--- src/include/rv_params.svh ---
`ifndef RV_PARAMS_SVH
`define RV_PARAMS_SVH

// Data path and address width
`define RV_XLEN 32

// Instruction memory size in 32-bit words
`define RV_IMEM_DEPTH 64

// Word address width into the instruction memory
`define RV_IMEM_AW 6

// Architectural integer registers
`define RV_REG_COUNT 32

`endif

--- src/design/rv_pkg.sv ---
`include "rv_params.svh"

package rv_pkg;

    ////////////////////////////////////////
    // Major opcodes of the supported subset
    ////////////////////////////////////////

    typedef enum logic [6:0] {
        OPC_OP     = 7'b0110011,
        OPC_OP_IMM = 7'b0010011,
        OPC_BRANCH = 7'b1100011,
        OPC_JAL    = 7'b1101111
    } opcode_t;

    // ALU functions
    typedef enum logic [2:0] {
        ALU_ADD = 3'd0,
        ALU_SUB = 3'd1,
        ALU_AND = 3'd2,
        ALU_OR  = 3'd3,
        ALU_XOR = 3'd4,
        ALU_SLT = 3'd5
    } alu_op_t;

    // Payload handed from fetch to execute
    typedef struct packed {
        logic [`RV_XLEN-1:0] pc;
        logic [31:0]         instr;
        logic                predicted_taken;
    } fetch_word_t;

    ////////////////////////////////////////
    // Immediate extraction
    ////////////////////////////////////////

    // I-type, sign extended
    function automatic logic [`RV_XLEN-1:0] get_imm_i(input logic [31:0] instr);
        return {{(`RV_XLEN-12){instr[31]}}, instr[31:20]};
    endfunction

    // B-type, bit 0 always zero
    function automatic logic [`RV_XLEN-1:0] get_imm_b(input logic [31:0] instr);
        return {{(`RV_XLEN-12){instr[31]}}, instr[7], instr[30:25], instr[11:8], 1'b0};
    endfunction

    // J-type, bit 0 always zero
    function automatic logic [`RV_XLEN-1:0] get_imm_j(input logic [31:0] instr);
        return {{(`RV_XLEN-20){instr[31]}}, instr[19:12], instr[20], instr[30:21], 1'b0};
    endfunction

endpackage

--- src/design/execute_stage.sv ---
`timescale 1ns/1ps
`include "rv_params.svh"

module execute_stage (
    input  logic                clk,
    input  logic                rst_n,

    // From the stage buffer
    input  logic                in_valid,
    input  rv_pkg::fetch_word_t in_word,

    // Register file read
    output logic [4:0]          rs1_addr,
    output logic [4:0]          rs2_addr,
    input  logic [`RV_XLEN-1:0] rs1_data,
    input  logic [`RV_XLEN-1:0] rs2_data,

    // Register file write
    output logic                wr_en,
    output logic [4:0]          wr_addr,
    output logic [`RV_XLEN-1:0] wr_data,

    // Fetch correction
    output logic                redirect,
    output logic [`RV_XLEN-1:0] redirect_pc,

    // Retire trace
    output logic                retire_valid,
    output logic [`RV_XLEN-1:0] retire_pc,
    output logic [4:0]          retire_rd,
    output logic [`RV_XLEN-1:0] retire_data,

    output logic                halted
);

    import rv_pkg::*;

    logic [31:0]         instr;
    logic [`RV_XLEN-1:0] pc;
    opcode_t             opcode;
    logic [2:0]          funct3;
    logic [6:0]          funct7;
    logic [4:0]          rd;

    alu_op_t             alu_op;
    logic                is_alu;
    logic                alu_use_imm;
    logic                is_branch;
    logic                is_jal;
    logic                is_halt;
    logic                active;

    logic [`RV_XLEN-1:0] alu_b;
    logic [`RV_XLEN-1:0] alu_result;
    logic                branch_taken;
    logic [`RV_XLEN-1:0] pc_plus4;
    logic [`RV_XLEN-1:0] target;
    logic [`RV_XLEN-1:0] actual_next;
    logic [`RV_XLEN-1:0] predicted_next;
    logic                writes_rd;

    assign instr  = in_word.instr;
    assign pc     = in_word.pc;
    assign opcode = opcode_t'(instr[6:0]);
    assign funct3 = instr[14:12];
    assign funct7 = instr[31:25];
    assign rd     = instr[11:7];

    ////////////////////////////////////////
    // Decode
    ////////////////////////////////////////

    // Anything unrecognised falls through as a no-op
    always_comb begin
        alu_op      = ALU_ADD;
        is_alu      = 1'b0;
        alu_use_imm = 1'b0;
        is_branch   = 1'b0;
        is_jal      = 1'b0;
        case (opcode)
            OPC_OP: begin
                is_alu = 1'b1;
                case (funct3)
                    3'b000:  alu_op = funct7[5] ? ALU_SUB : ALU_ADD;
                    3'b010:  alu_op = ALU_SLT;
                    3'b100:  alu_op = ALU_XOR;
                    3'b110:  alu_op = ALU_OR;
                    3'b111:  alu_op = ALU_AND;
                    default: is_alu = 1'b0;
                endcase
                // Only SUB may carry a nonzero funct7
                if (funct7 != 7'b0000000 && !(funct7 == 7'b0100000 && funct3 == 3'b000)) begin
                    is_alu = 1'b0;
                end
            end
            OPC_OP_IMM: begin
                is_alu      = (funct3 == 3'b000);
                alu_use_imm = 1'b1;
            end
            OPC_BRANCH: is_branch = (funct3 == 3'b000) || (funct3 == 3'b001);
            OPC_JAL:    is_jal = 1'b1;
            default:    ;
        endcase
    end

    assign rs1_addr = instr[19:15];
    assign rs2_addr = instr[24:20];

    ////////////////////////////////////////
    // ALU
    ////////////////////////////////////////

    assign alu_b = alu_use_imm ? get_imm_i(instr) : rs2_data;

    always_comb begin
        case (alu_op)
            ALU_SUB: alu_result = rs1_data - alu_b;
            ALU_AND: alu_result = rs1_data & alu_b;
            ALU_OR:  alu_result = rs1_data | alu_b;
            ALU_XOR: alu_result = rs1_data ^ alu_b;
            ALU_SLT: alu_result = {{(`RV_XLEN-1){1'b0}}, $signed(rs1_data) < $signed(alu_b)};
            default: alu_result = rs1_data + alu_b;
        endcase
    end

    ////////////////////////////////////////
    // Branch resolution
    ////////////////////////////////////////

    // funct3 bit 0 separates BNE from BEQ
    assign branch_taken = is_branch && (funct3[0] ? (rs1_data != rs2_data)
                                                  : (rs1_data == rs2_data));

    assign pc_plus4       = pc + `RV_XLEN'd4;
    assign target         = pc + (is_jal ? get_imm_j(instr) : get_imm_b(instr));
    assign actual_next    = (branch_taken || is_jal) ? target : pc_plus4;
    assign predicted_next = in_word.predicted_taken ? target : pc_plus4;

    // Jump to itself stops the core
    assign is_halt = is_jal && (get_imm_j(instr) == '0);
    assign active  = in_valid && !halted;

    assign redirect    = active && (actual_next != predicted_next);
    assign redirect_pc = actual_next;

    ////////////////////////////////////////
    // Write-back and retire
    ////////////////////////////////////////

    assign writes_rd = (is_alu || is_jal) && !is_halt;

    assign wr_en   = active && writes_rd;
    assign wr_addr = rd;
    assign wr_data = is_jal ? pc_plus4 : alu_result;

    always_ff @(posedge clk) begin
        if (!rst_n) begin
            retire_valid <= 1'b0;
            halted       <= 1'b0;
        end else begin
            retire_valid <= active && !is_halt;
            if (active && is_halt) begin
                halted <= 1'b1;
            end
        end
    end

    // Non-writing and x0 targets report rd 0 with zero data
    always_ff @(posedge clk) begin
        if (active) begin
            retire_pc   <= pc;
            retire_rd   <= (writes_rd && rd != 5'd0) ? rd : 5'd0;
            retire_data <= (writes_rd && rd != 5'd0) ? wr_data : '0;
        end
    end

endmodule

--- src/design/fetch_stage.sv ---
`timescale 1ns/1ps
`include "rv_params.svh"

module fetch_stage (
    input  logic                   clk,
    input  logic                   rst_n,
    input  logic                   run,

    // Program load port
    input  logic                   imem_we,
    input  logic [`RV_IMEM_AW-1:0] imem_addr,
    input  logic [`RV_XLEN-1:0]    imem_data,

    // Correction from execute
    input  logic                   redirect,
    input  logic [`RV_XLEN-1:0]    redirect_pc,

    output logic                   fetch_valid,
    output rv_pkg::fetch_word_t    fetch_word
);

    import rv_pkg::*;

    logic [`RV_XLEN-1:0]    imem [`RV_IMEM_DEPTH];

    logic [`RV_XLEN-1:0]    pc;
    logic [`RV_XLEN-1:0]    pc_plus4;
    logic [`RV_XLEN-1:0]    pred_target;
    logic [`RV_XLEN-1:0]    next_pc;
    logic [`RV_IMEM_AW-1:0] word_addr;
    logic [31:0]            instr;
    opcode_t                opcode;
    logic                   is_jal;
    logic                   is_back_branch;
    logic                   predict_taken;

    ////////////////////////////////////////
    // Instruction memory
    ////////////////////////////////////////

    // Loading only while the core is stopped
    always_ff @(posedge clk) begin
        if (imem_we && !run) begin
            imem[imem_addr] <= imem_data;
        end
    end

    assign word_addr = pc[`RV_IMEM_AW+1:2];
    assign instr     = imem[word_addr];

    ////////////////////////////////////////
    // Static predictor
    ////////////////////////////////////////

    assign opcode = opcode_t'(instr[6:0]);

    // Backward branch has a negative B immediate, so bit 31 is set
    assign is_jal         = (opcode == OPC_JAL);
    assign is_back_branch = (opcode == OPC_BRANCH) && instr[31];
    assign predict_taken  = is_jal || is_back_branch;

    assign pc_plus4    = pc + `RV_XLEN'd4;
    assign pred_target = pc + (is_jal ? get_imm_j(instr) : get_imm_b(instr));
    assign next_pc     = predict_taken ? pred_target : pc_plus4;

    ////////////////////////////////////////
    // Program counter
    ////////////////////////////////////////

    always_ff @(posedge clk) begin
        if (!rst_n) begin
            pc <= '0;
        end else if (redirect) begin
            pc <= redirect_pc;
        end else if (run) begin
            pc <= next_pc;
        end
    end

    // One word per cycle while running
    assign fetch_valid = run && !redirect;

    always_comb begin
        fetch_word.pc              = pc;
        fetch_word.instr           = instr;
        fetch_word.predicted_taken = predict_taken;
    end

endmodule

--- src/design/register_file.sv ---
`timescale 1ns/1ps
`include "rv_params.svh"

module register_file (
    input  logic                clk,

    // Read addresses
    input  logic [4:0]          rs1_addr,
    input  logic [4:0]          rs2_addr,

    // Write port
    input  logic [4:0]          wr_addr,
    input  logic                wr_en,
    input  logic [`RV_XLEN-1:0] wr_data,

    output logic [`RV_XLEN-1:0] rs1_data,
    output logic [`RV_XLEN-1:0] rs2_data,
    output logic [`RV_XLEN-1:0] rega0
);

    logic [`RV_XLEN-1:0] regs [`RV_REG_COUNT];

    // x0 never takes a write
    always_ff @(posedge clk) begin
        if (wr_en && (wr_addr != 5'd0)) begin
            regs[wr_addr] <= wr_data;
        end
    end

    ////////////////////////////////////////
    // Combinational reads
    ////////////////////////////////////////

    // x0 is forced to zero on the read side as well
    assign rs1_data = (rs1_addr == 5'd0) ? '0 : regs[rs1_addr];
    assign rs2_data = (rs2_addr == 5'd0) ? '0 : regs[rs2_addr];

    // a0 for observation
    assign rega0 = regs[10];

endmodule

--- src/design/rv_core_top.sv ---
`timescale 1ns/1ps
`include "rv_params.svh"

module rv_core_top (
    input  logic                   clk,
    input  logic                   rst_n,
    input  logic                   run,

    // Program load
    input  logic                   imem_we,
    input  logic [`RV_IMEM_AW-1:0] imem_addr,
    input  logic [`RV_XLEN-1:0]    imem_data,

    // Retire trace and status
    output logic                   retire_valid,
    output logic [`RV_XLEN-1:0]    retire_pc,
    output logic [4:0]             retire_rd,
    output logic [`RV_XLEN-1:0]    retire_data,
    output logic                   halted,
    output logic [`RV_XLEN-1:0]    rega0
);

    import rv_pkg::*;

    // Fetch to buffer
    logic                fetch_valid;
    fetch_word_t         fetch_word;

    // Buffer to execute
    logic                buf_valid;
    fetch_word_t         buf_word;

    // Redirect doubles as the buffer flush
    logic                redirect;
    logic [`RV_XLEN-1:0] redirect_pc;

    // Register file traffic
    logic [4:0]          rs1_addr;
    logic [4:0]          rs2_addr;
    logic [`RV_XLEN-1:0] rs1_data;
    logic [`RV_XLEN-1:0] rs2_data;
    logic                wr_en;
    logic [4:0]          wr_addr;
    logic [`RV_XLEN-1:0] wr_data;

    ////////////////////////////////////////
    // Fetch
    ////////////////////////////////////////

    fetch_stage u_fetch_stage (
        .clk         (clk),
        .rst_n       (rst_n),
        .run         (run),
        .imem_we     (imem_we),
        .imem_addr   (imem_addr),
        .imem_data   (imem_data),
        .redirect    (redirect),
        .redirect_pc (redirect_pc),
        .fetch_valid (fetch_valid),
        .fetch_word  (fetch_word)
    );

    stage_buffer #(
        .payload_t (fetch_word_t)
    ) u_stage_buffer (
        .clk         (clk),
        .rst_n       (rst_n),
        .flush       (redirect),
        .in_valid    (fetch_valid),
        .in_payload  (fetch_word),
        .out_valid   (buf_valid),
        .out_payload (buf_word)
    );

    ////////////////////////////////////////
    // Execute
    ////////////////////////////////////////

    execute_stage u_execute_stage (
        .clk          (clk),
        .rst_n        (rst_n),
        .in_valid     (buf_valid),
        .in_word      (buf_word),
        .rs1_addr     (rs1_addr),
        .rs2_addr     (rs2_addr),
        .rs1_data     (rs1_data),
        .rs2_data     (rs2_data),
        .wr_en        (wr_en),
        .wr_addr      (wr_addr),
        .wr_data      (wr_data),
        .redirect     (redirect),
        .redirect_pc  (redirect_pc),
        .retire_valid (retire_valid),
        .retire_pc    (retire_pc),
        .retire_rd    (retire_rd),
        .retire_data  (retire_data),
        .halted       (halted)
    );

    register_file u_register_file (
        .clk      (clk),
        .rs1_addr (rs1_addr),
        .rs2_addr (rs2_addr),
        .wr_addr  (wr_addr),
        .wr_en    (wr_en),
        .wr_data  (wr_data),
        .rs1_data (rs1_data),
        .rs2_data (rs2_data),
        .rega0    (rega0)
    );

endmodule

--- src/design/stage_buffer.sv ---
`timescale 1ns/1ps

module stage_buffer #(
    parameter type payload_t = rv_pkg::fetch_word_t
) (
    input  logic     clk,
    input  logic     rst_n,
    input  logic     flush,

    // Upstream side
    input  logic     in_valid,
    input  payload_t in_payload,

    // Downstream side
    output logic     out_valid,
    output payload_t out_payload
);

    ////////////////////////////////////////
    // Valid bit
    ////////////////////////////////////////

    // Flush drops whatever is being captured on this edge
    always_ff @(posedge clk) begin
        if (!rst_n) begin
            out_valid <= 1'b0;
        end else if (flush) begin
            out_valid <= 1'b0;
        end else begin
            out_valid <= in_valid;
        end
    end

    ////////////////////////////////////////
    // Payload
    ////////////////////////////////////////

    // Captured every cycle, meaningful only with out_valid
    always_ff @(posedge clk) begin
        out_payload <= in_payload;
    end

endmodule

--- config.mk ---
export PLATFORM = sky130hd
export DESIGN_NAME = rv_core_top
export DESIGN_NICKNAME = d
export VERILOG_FILES = /design/src/design/rv_pkg.sv /design/src/design/execute_stage.sv /design/src/design/fetch_stage.sv /design/src/design/register_file.sv /design/src/design/rv_core_top.sv /design/src/design/stage_buffer.sv
export VERILOG_INCLUDE_DIRS = /design/src /design/src/include
export SDC_FILE = /design/constraint.sdc
export NUM_CORES = 2
export LEC_CHECK = 0
export BUFFER_PORTS_ARGS = -buffer_cell sky130_fd_sc_hd__buf_2
export CAP_MARGIN = 25
export CORE_MARGIN = 8
export CORE_UTILIZATION = 57
export DETAILED_ROUTE_END_ITERATION = 10
export GPL_TIMING_DRIVEN = 0
export PLACE_DENSITY_LB_ADDON = 0.1
export SLEW_MARGIN = 20
export SYNTH_ARGS = -nofsm -noshare
export SYNTH_HDL_FRONTEND = slang
export SYNTH_SLANG_ARGS = --single-unit
--- constraint.sdc ---
create_clock -name clk -period 6.5 [get_ports clk]
set_clock_uncertainty 0.05 [all_clocks]
set_input_delay 0.65 -clock clk [delete_from_list [all_inputs] [get_ports clk]]
set_output_delay 0.65 -clock clk [all_outputs]
set_load 0.01 [all_outputs]
## Yosys cells after proc, flatten, opt, wreduce, memory -nomap -nowiden

Memories as Yosys holds them, arrays and structs flattened. A register that Yosys moved wholly into a read port is not among the register bits.
Cells that the tools add are included.

- Add/subtract/negate cells: 6
- $mul: 0
- Div/mod/pow operators: 0
- Equality and inequality tests: 20
- Bitwise gates (word level): 4
- Reductions and logical operators: 33
- Magnitude comparators: 1
- Muxes and demuxes: 28
- Shift-type cells: 0

Operators with widths:

| operator | number |
|---|---|
| $mux W32 | 9 |
| $pmux W32 S5 | 1 |
| $add A32 B32 Y32 | 3 |
| $add A32 B3 Y32 const B | 2 |
| $ne A32 B32 Y1 | 2 |
| $mux W20 | 2 |
| $and A32 B32 Y32 | 1 |
| $eq A32 B32 Y1 | 1 |
| $lt A32 B32 Y1 | 1 |
| $or A32 B32 Y32 | 1 |
| $sub A32 B32 Y32 | 1 |
| $xor A32 B32 Y32 | 1 |
| $logic_not A31 Y1 | 1 |
| $eq A7 B7 Y1 const B | 4 |
| $eq A3 B3 Y1 const B | 5 |
| $logic_and A1 B1 Y1 | 15 |
| $pmux W3 S5 | 1 |
| $eq A7 B6 Y1 const B | 2 |
| $mux W6 | 2 |
| $mux W1 | 11 |
| $logic_not A5 Y1 | 2 |
| $eq A3 B2 Y1 const B | 3 |
| $eq A7 B5 Y1 const B | 1 |
| $reduce_bool A7 Y1 | 1 |
| other kinds (11) | 19 |

- ROM bits: 0
- Latch bits: 0
- Bits in writable memories: 3,072
- Bits in registers: 169
- Memories: 2

Memory list:

| memory | words | width | rd ports | clocked after memory_dff | write ports | RTL line | RTL |
|---|---|---|---|---|---|---|---|
| u_fetch_stage.imem | 64 | 32 | 1 | 1 | 1 | fetch_stage.sv:24 | `` logic [`RV_XLEN-1:0] imem [`RV_IMEM_DEPTH]; `` |
| u_register_file.regs | 32 | 32 | 3 | 2 | 1 | register_file.sv:21 | `` logic [`RV_XLEN-1:0] regs [`RV_REG_COUNT]; `` |

## Depth between registers and ports, before layout

- Word-level depth: 12
- Mapped depth: 28
- Mapped depth without buffers: 23

## By module

From an unflattened synthesis, not the netlist that was laid out.

- Cell total of the unflattened synthesis: 7,666
- Area, all modules: 142,684.3 um^2

Modules (own cells, without submodules):

| module | cells an instance | area each (um^2) | sequential area each (um^2) | times used |
|---|---|---|---|---|
| fetch_stage | 3,607 | 82,067.5 | 62,259.7 | 1 |
| register_file | 2,400 | 46,970.0 | 30,749.5 | 1 |
| execute_stage | 1,592 | 12,316.8 | 2,112.0 | 1 |
| stage_buffer | 67 | 1,330.0 | 1,321.3 | 1 |

## Worst setup path after synthesis

No wires, ideal clock.

- Path kind: flip-flop to flip-flop
- Start point: register with a tool-made name
- End point: register u_fetch_stage.pc[31]
- Required time: 6,333 ps
- Stages on the path, launching flop included: 26
- Slack: -670 ps
- Period minus slack after synthesis: 7,170 ps
- Arrival: 7,002 ps
- Cell sequence: dfxtp_1 > buf_2 > buf_2 > buf_2 > buf_2 > clkbuf_1 > buf_1 > mux4_2 > mux4_2 > mux4_2 > mux2_2 > ha_1 > fa_1 > a211oi_1 > o211a_1 > nor3_1 > o31ai_1 > a21oi_1 > o221a_2 > a41o_1 > o41ai_1 > xor2_1 > mux2i_1 > nand2_1 > xnor2_1 > a32o_1

RTL lines:

| element | RTL line | RTL |
|---|---|---|
| end signal, assigned | fetch_stage.sv:74 | `pc <= redirect_pc;` |
| end signal, assigned | fetch_stage.sv:76 | `pc <= next_pc;` |
| end, declared | fetch_stage.sv:26 | `` logic [`RV_XLEN-1:0] pc; `` |

==> impl_metrics.ini <==
[logic_synthesis]
synthDominantCellAreaShare_pct = 66.14
avgSynthCellArea_um2 = 18.34
synth-edff-count = 3141
async_flop_share_pct = 0
yosysWarningCount = 0
ys_top_cells_by_area = edfxtp_1, mux4_2, mux2i_1, dfxtp_1, ha_1
yosysTopAreaCell = edfxtp_1
syn_area_um2 = 142600
synth_ff_type = edfxtp_1
synth_cell_types = 94
synth_seq_area_share_pct = 67.63
ys_ff_latch = 3247
synth_cells = 7777

[setup_path]
crit_required_ns = 7.29
reg2reg_depth = 25
cp_max_fo = 6
critPathArrivalTime_ns = 7.47
crit_type = flop to flop
critPathLaunchType = flop
end_kind = flop

[route]
routedWlPerCell_um = 40.12
drt_first_pass_iters = 8
drt-initial-drc-count = 13572
avgViaCountPerCell = 7.105
drtAntennaViolNets = 0
dr_total_vias = 87609
routed_wl_um = 494700
drc = 0

[sta]
period_needed_ns = 6.680
rsz0062_at_grt = true
fin_crit_sh_pct = 102.8
finalSetupViolCount = 7
fin_setup_tns_ns = -0.5366
slew-limit-headroom_pct = 18.94
final.setup.worst_slack_ns = -0.1797
fmaxAchievable_ghz = 0.1497
worstMarginPinSlew_ns = 1.216
slew_violations = 0
hold_viol = 0

[place]
dp_hpwl_um = 338500
gp_congestion = 0.9331
place_inst = 11536
pre_cts_slack_ns = -3.777
portBuffers = 140

[final_layout]
drive_above_1_share_pct = 32.31
instances_no_fill = 12331
nets = 8939
final_cell_mix = edfxtp_1, mux4_2, clkbuf_16
final_common_cell = edfxtp_1
area_growth_pct = 19.90
fin_util_pct = 68.76

[power_and_ir_drop]
p_int_w = 0.04195
peakVddDrop_v = 0.0004307
p_switching_w = 0.01779
power_frac_clock_pct = 31.7
p_sw_share_pct = 29.78
p_comb_share_pct = 25.2
total_leakage_power_nw = 56.42
seqPwrFrac_pct = 43.0
p_per_area_nw_per_um2 = 349.4

[die]
fp.dieW_um = 516.2
die_y_um = 516.2
rows = 183
io_pins = 145
core_um2 = 248700
die_area_um2 = 266400
start_util_pct = 57.35

[grt]
grt_pass1_wl_um = 675700
grt_usage_pct = 36.49
overflow = 0
grt_pass1_vias = 86042
grt_start_max_net_pins = 65
grt_antenna_before_repair = 14

[cts]
clock_sinks = 3247
cts_tree = yes
cts_buffers = 344
worstSkewPairLatency_ns = 1.01
htreeDepth = 5
clock_path_buffers = 4
clkTransAtPathRegs_ns = 0.07
root_buffer = clkbuf_16

[outcome]
status = complete, but fails checks
violations = setup timing

[worst_hold_path]
whs_path_depth = 1
hp-class = input port to flop
hold_path.startpoint = imem_data[26]

[flow_run]
max_cap_viol_count = 0
[sequential cells by signal, summed over array words and instances, names as in the netlist, 5 cells and up, named ones only]
register / cells
u_fetch_stage.imem: 2048
u_register_file.regs: 1024
u_stage_buffer.out_payload: 65
u_execute_stage.retire_data: 32
u_execute_stage.retire_pc: 32
u_fetch_stage.pc: 32
u_execute_stage.retire_rd: 5
[worst paths after layout]
path / to / slack, ns
max: u_fetch_stage.pc[31]$_SDFFE_PN0N_ / -0.18
min: u_fetch_stage.imem[62][26]$_DFFE_PP_ / 0.03
max reg2reg: u_fetch_stage.pc[31]$_SDFFE_PN0N_ / -0.18
min reg2reg: u_stage_buffer.out_payload[33]$_DFF_P_ / 0.33
[synthesized netlist by cell type (35+ instances only)]
cell type	count
edfxtp_1	3141
mux4_2	1075
nor2_1	367
mux2i_1	362
nand2_1	308
clkbuf_1	266
a21oi_1	226
o21ai_0	188
ha_1	158
nor3_1	134
inv_1	127
dfxtp_1	106
o22ai_1	101
xnor2_1	98
nand3_1	79
buf_1	76
buf_2	69
a21o_1	56
xor2_1	56
nor4_1	48
a211oi_1	45
and2_1	45
o21a_1	42
nand2b_1	38
buf_4	37
a31oi_1	35
[metrics by stage]
step | hold slack [ns] | total power (W) | area [um^2]
finish | 0.02822 | 0.05975 | 171000
global route | 0.01676 | 0.06094 | 171000
CTS | 0.1983 | 0.05874 | 168700
detailed placement | 0.3090 | 0.03891 | 154300
global placement | 0.2867 | 0.03758 | 147700
floorplan | 0.2806 | 0.03277 | 142800
[routing by layer]
layer	GRT usage, %	up-vias	part of all wire (%)
li1	-	34070	-
met1	47.57	45567	35
met2	57.11	6495	46
met3	7.570	1471	11
met4	22.32	6	7.7
met5	0	-	0.0095
[kinds of logic (layout without fill, tap and decap cells)]
kind of cell | after synthesis | after routing | synth area share (%)
xor gates and xnor gates | 159 | 159 | 1.025
other | 1 | 47 | 0.002630
adders and majority gates | 162 | 162 | 1.442
AOI/OAI and AO/OA | 957 | 959 | 4.389
DFF | 3247 | 3247 | 67.63
buffers and inverters | 592 | 1767 | 1.795
and+or+nand+nor | 1190 | 1191 | 3.942
muxes | 1469 | 1469 | 19.77
[critical path: stages, from the launching register on]
cell and delay, ns:
dfxtp_2 0.33, buf_8 0.14, buf_12 0.16, buf_16 0.14
buf_16 0.16, clkbuf_16 0.19, buf_12 0.13, mux4_2 0.56
mux4_2 0.59, mux4_2 0.65, mux2_4 0.38, ha_4 0.19
fa_2 0.37, a211oi_4 0.28, o211a_4 0.22, nor3_4 0.05
o31ai_4 0.31, a21oi_2 0.11, o221a_2 0.26, a41o_1 0.21
o41ai_2 0.27, xor2_1 0.12, mux2i_1 0.15, nand2_1 0.08
xnor2_1 0.19, a32o_1 0.24
[cell type report]
cell class              count  area [um^2]
plain buffers             450         4573
fillers                 15967        77670
diodes                     15        37.54
clock buffers             417         9010
well taps                3330         4167
clock inverters           180         1607
flip-flops and latches   3247        96460
inverters                 129        489.2
multi-input cells        3972        46530
repair buffers            591         8117
[power groups by stage]
stage	combinational, W	clock, W	sequential (W)
after floorplan	0.00661	0	0.0262
after global placement	0.0112	0	0.0264
after detailed placement	0.0128	0	0.0261
after CTS	0.0140	0.0190	0.0257
after global routing	0.0155	0.0198	0.0257
final	0.0151	0.0190	0.0257
[what timing repair did]
action | in CTS | in global routing
buffers inserted | 75 | 97
endpoints found under the hold margin | 0 | 3
setup endpoints to repair | 1899 | 652
hold buffers | 0 | 2
resized for setup | 865 | 301
gates cloned | 6 | 2
pin swaps | 50 | 56
Note: power is estimated with default switching activity, not from simulation.
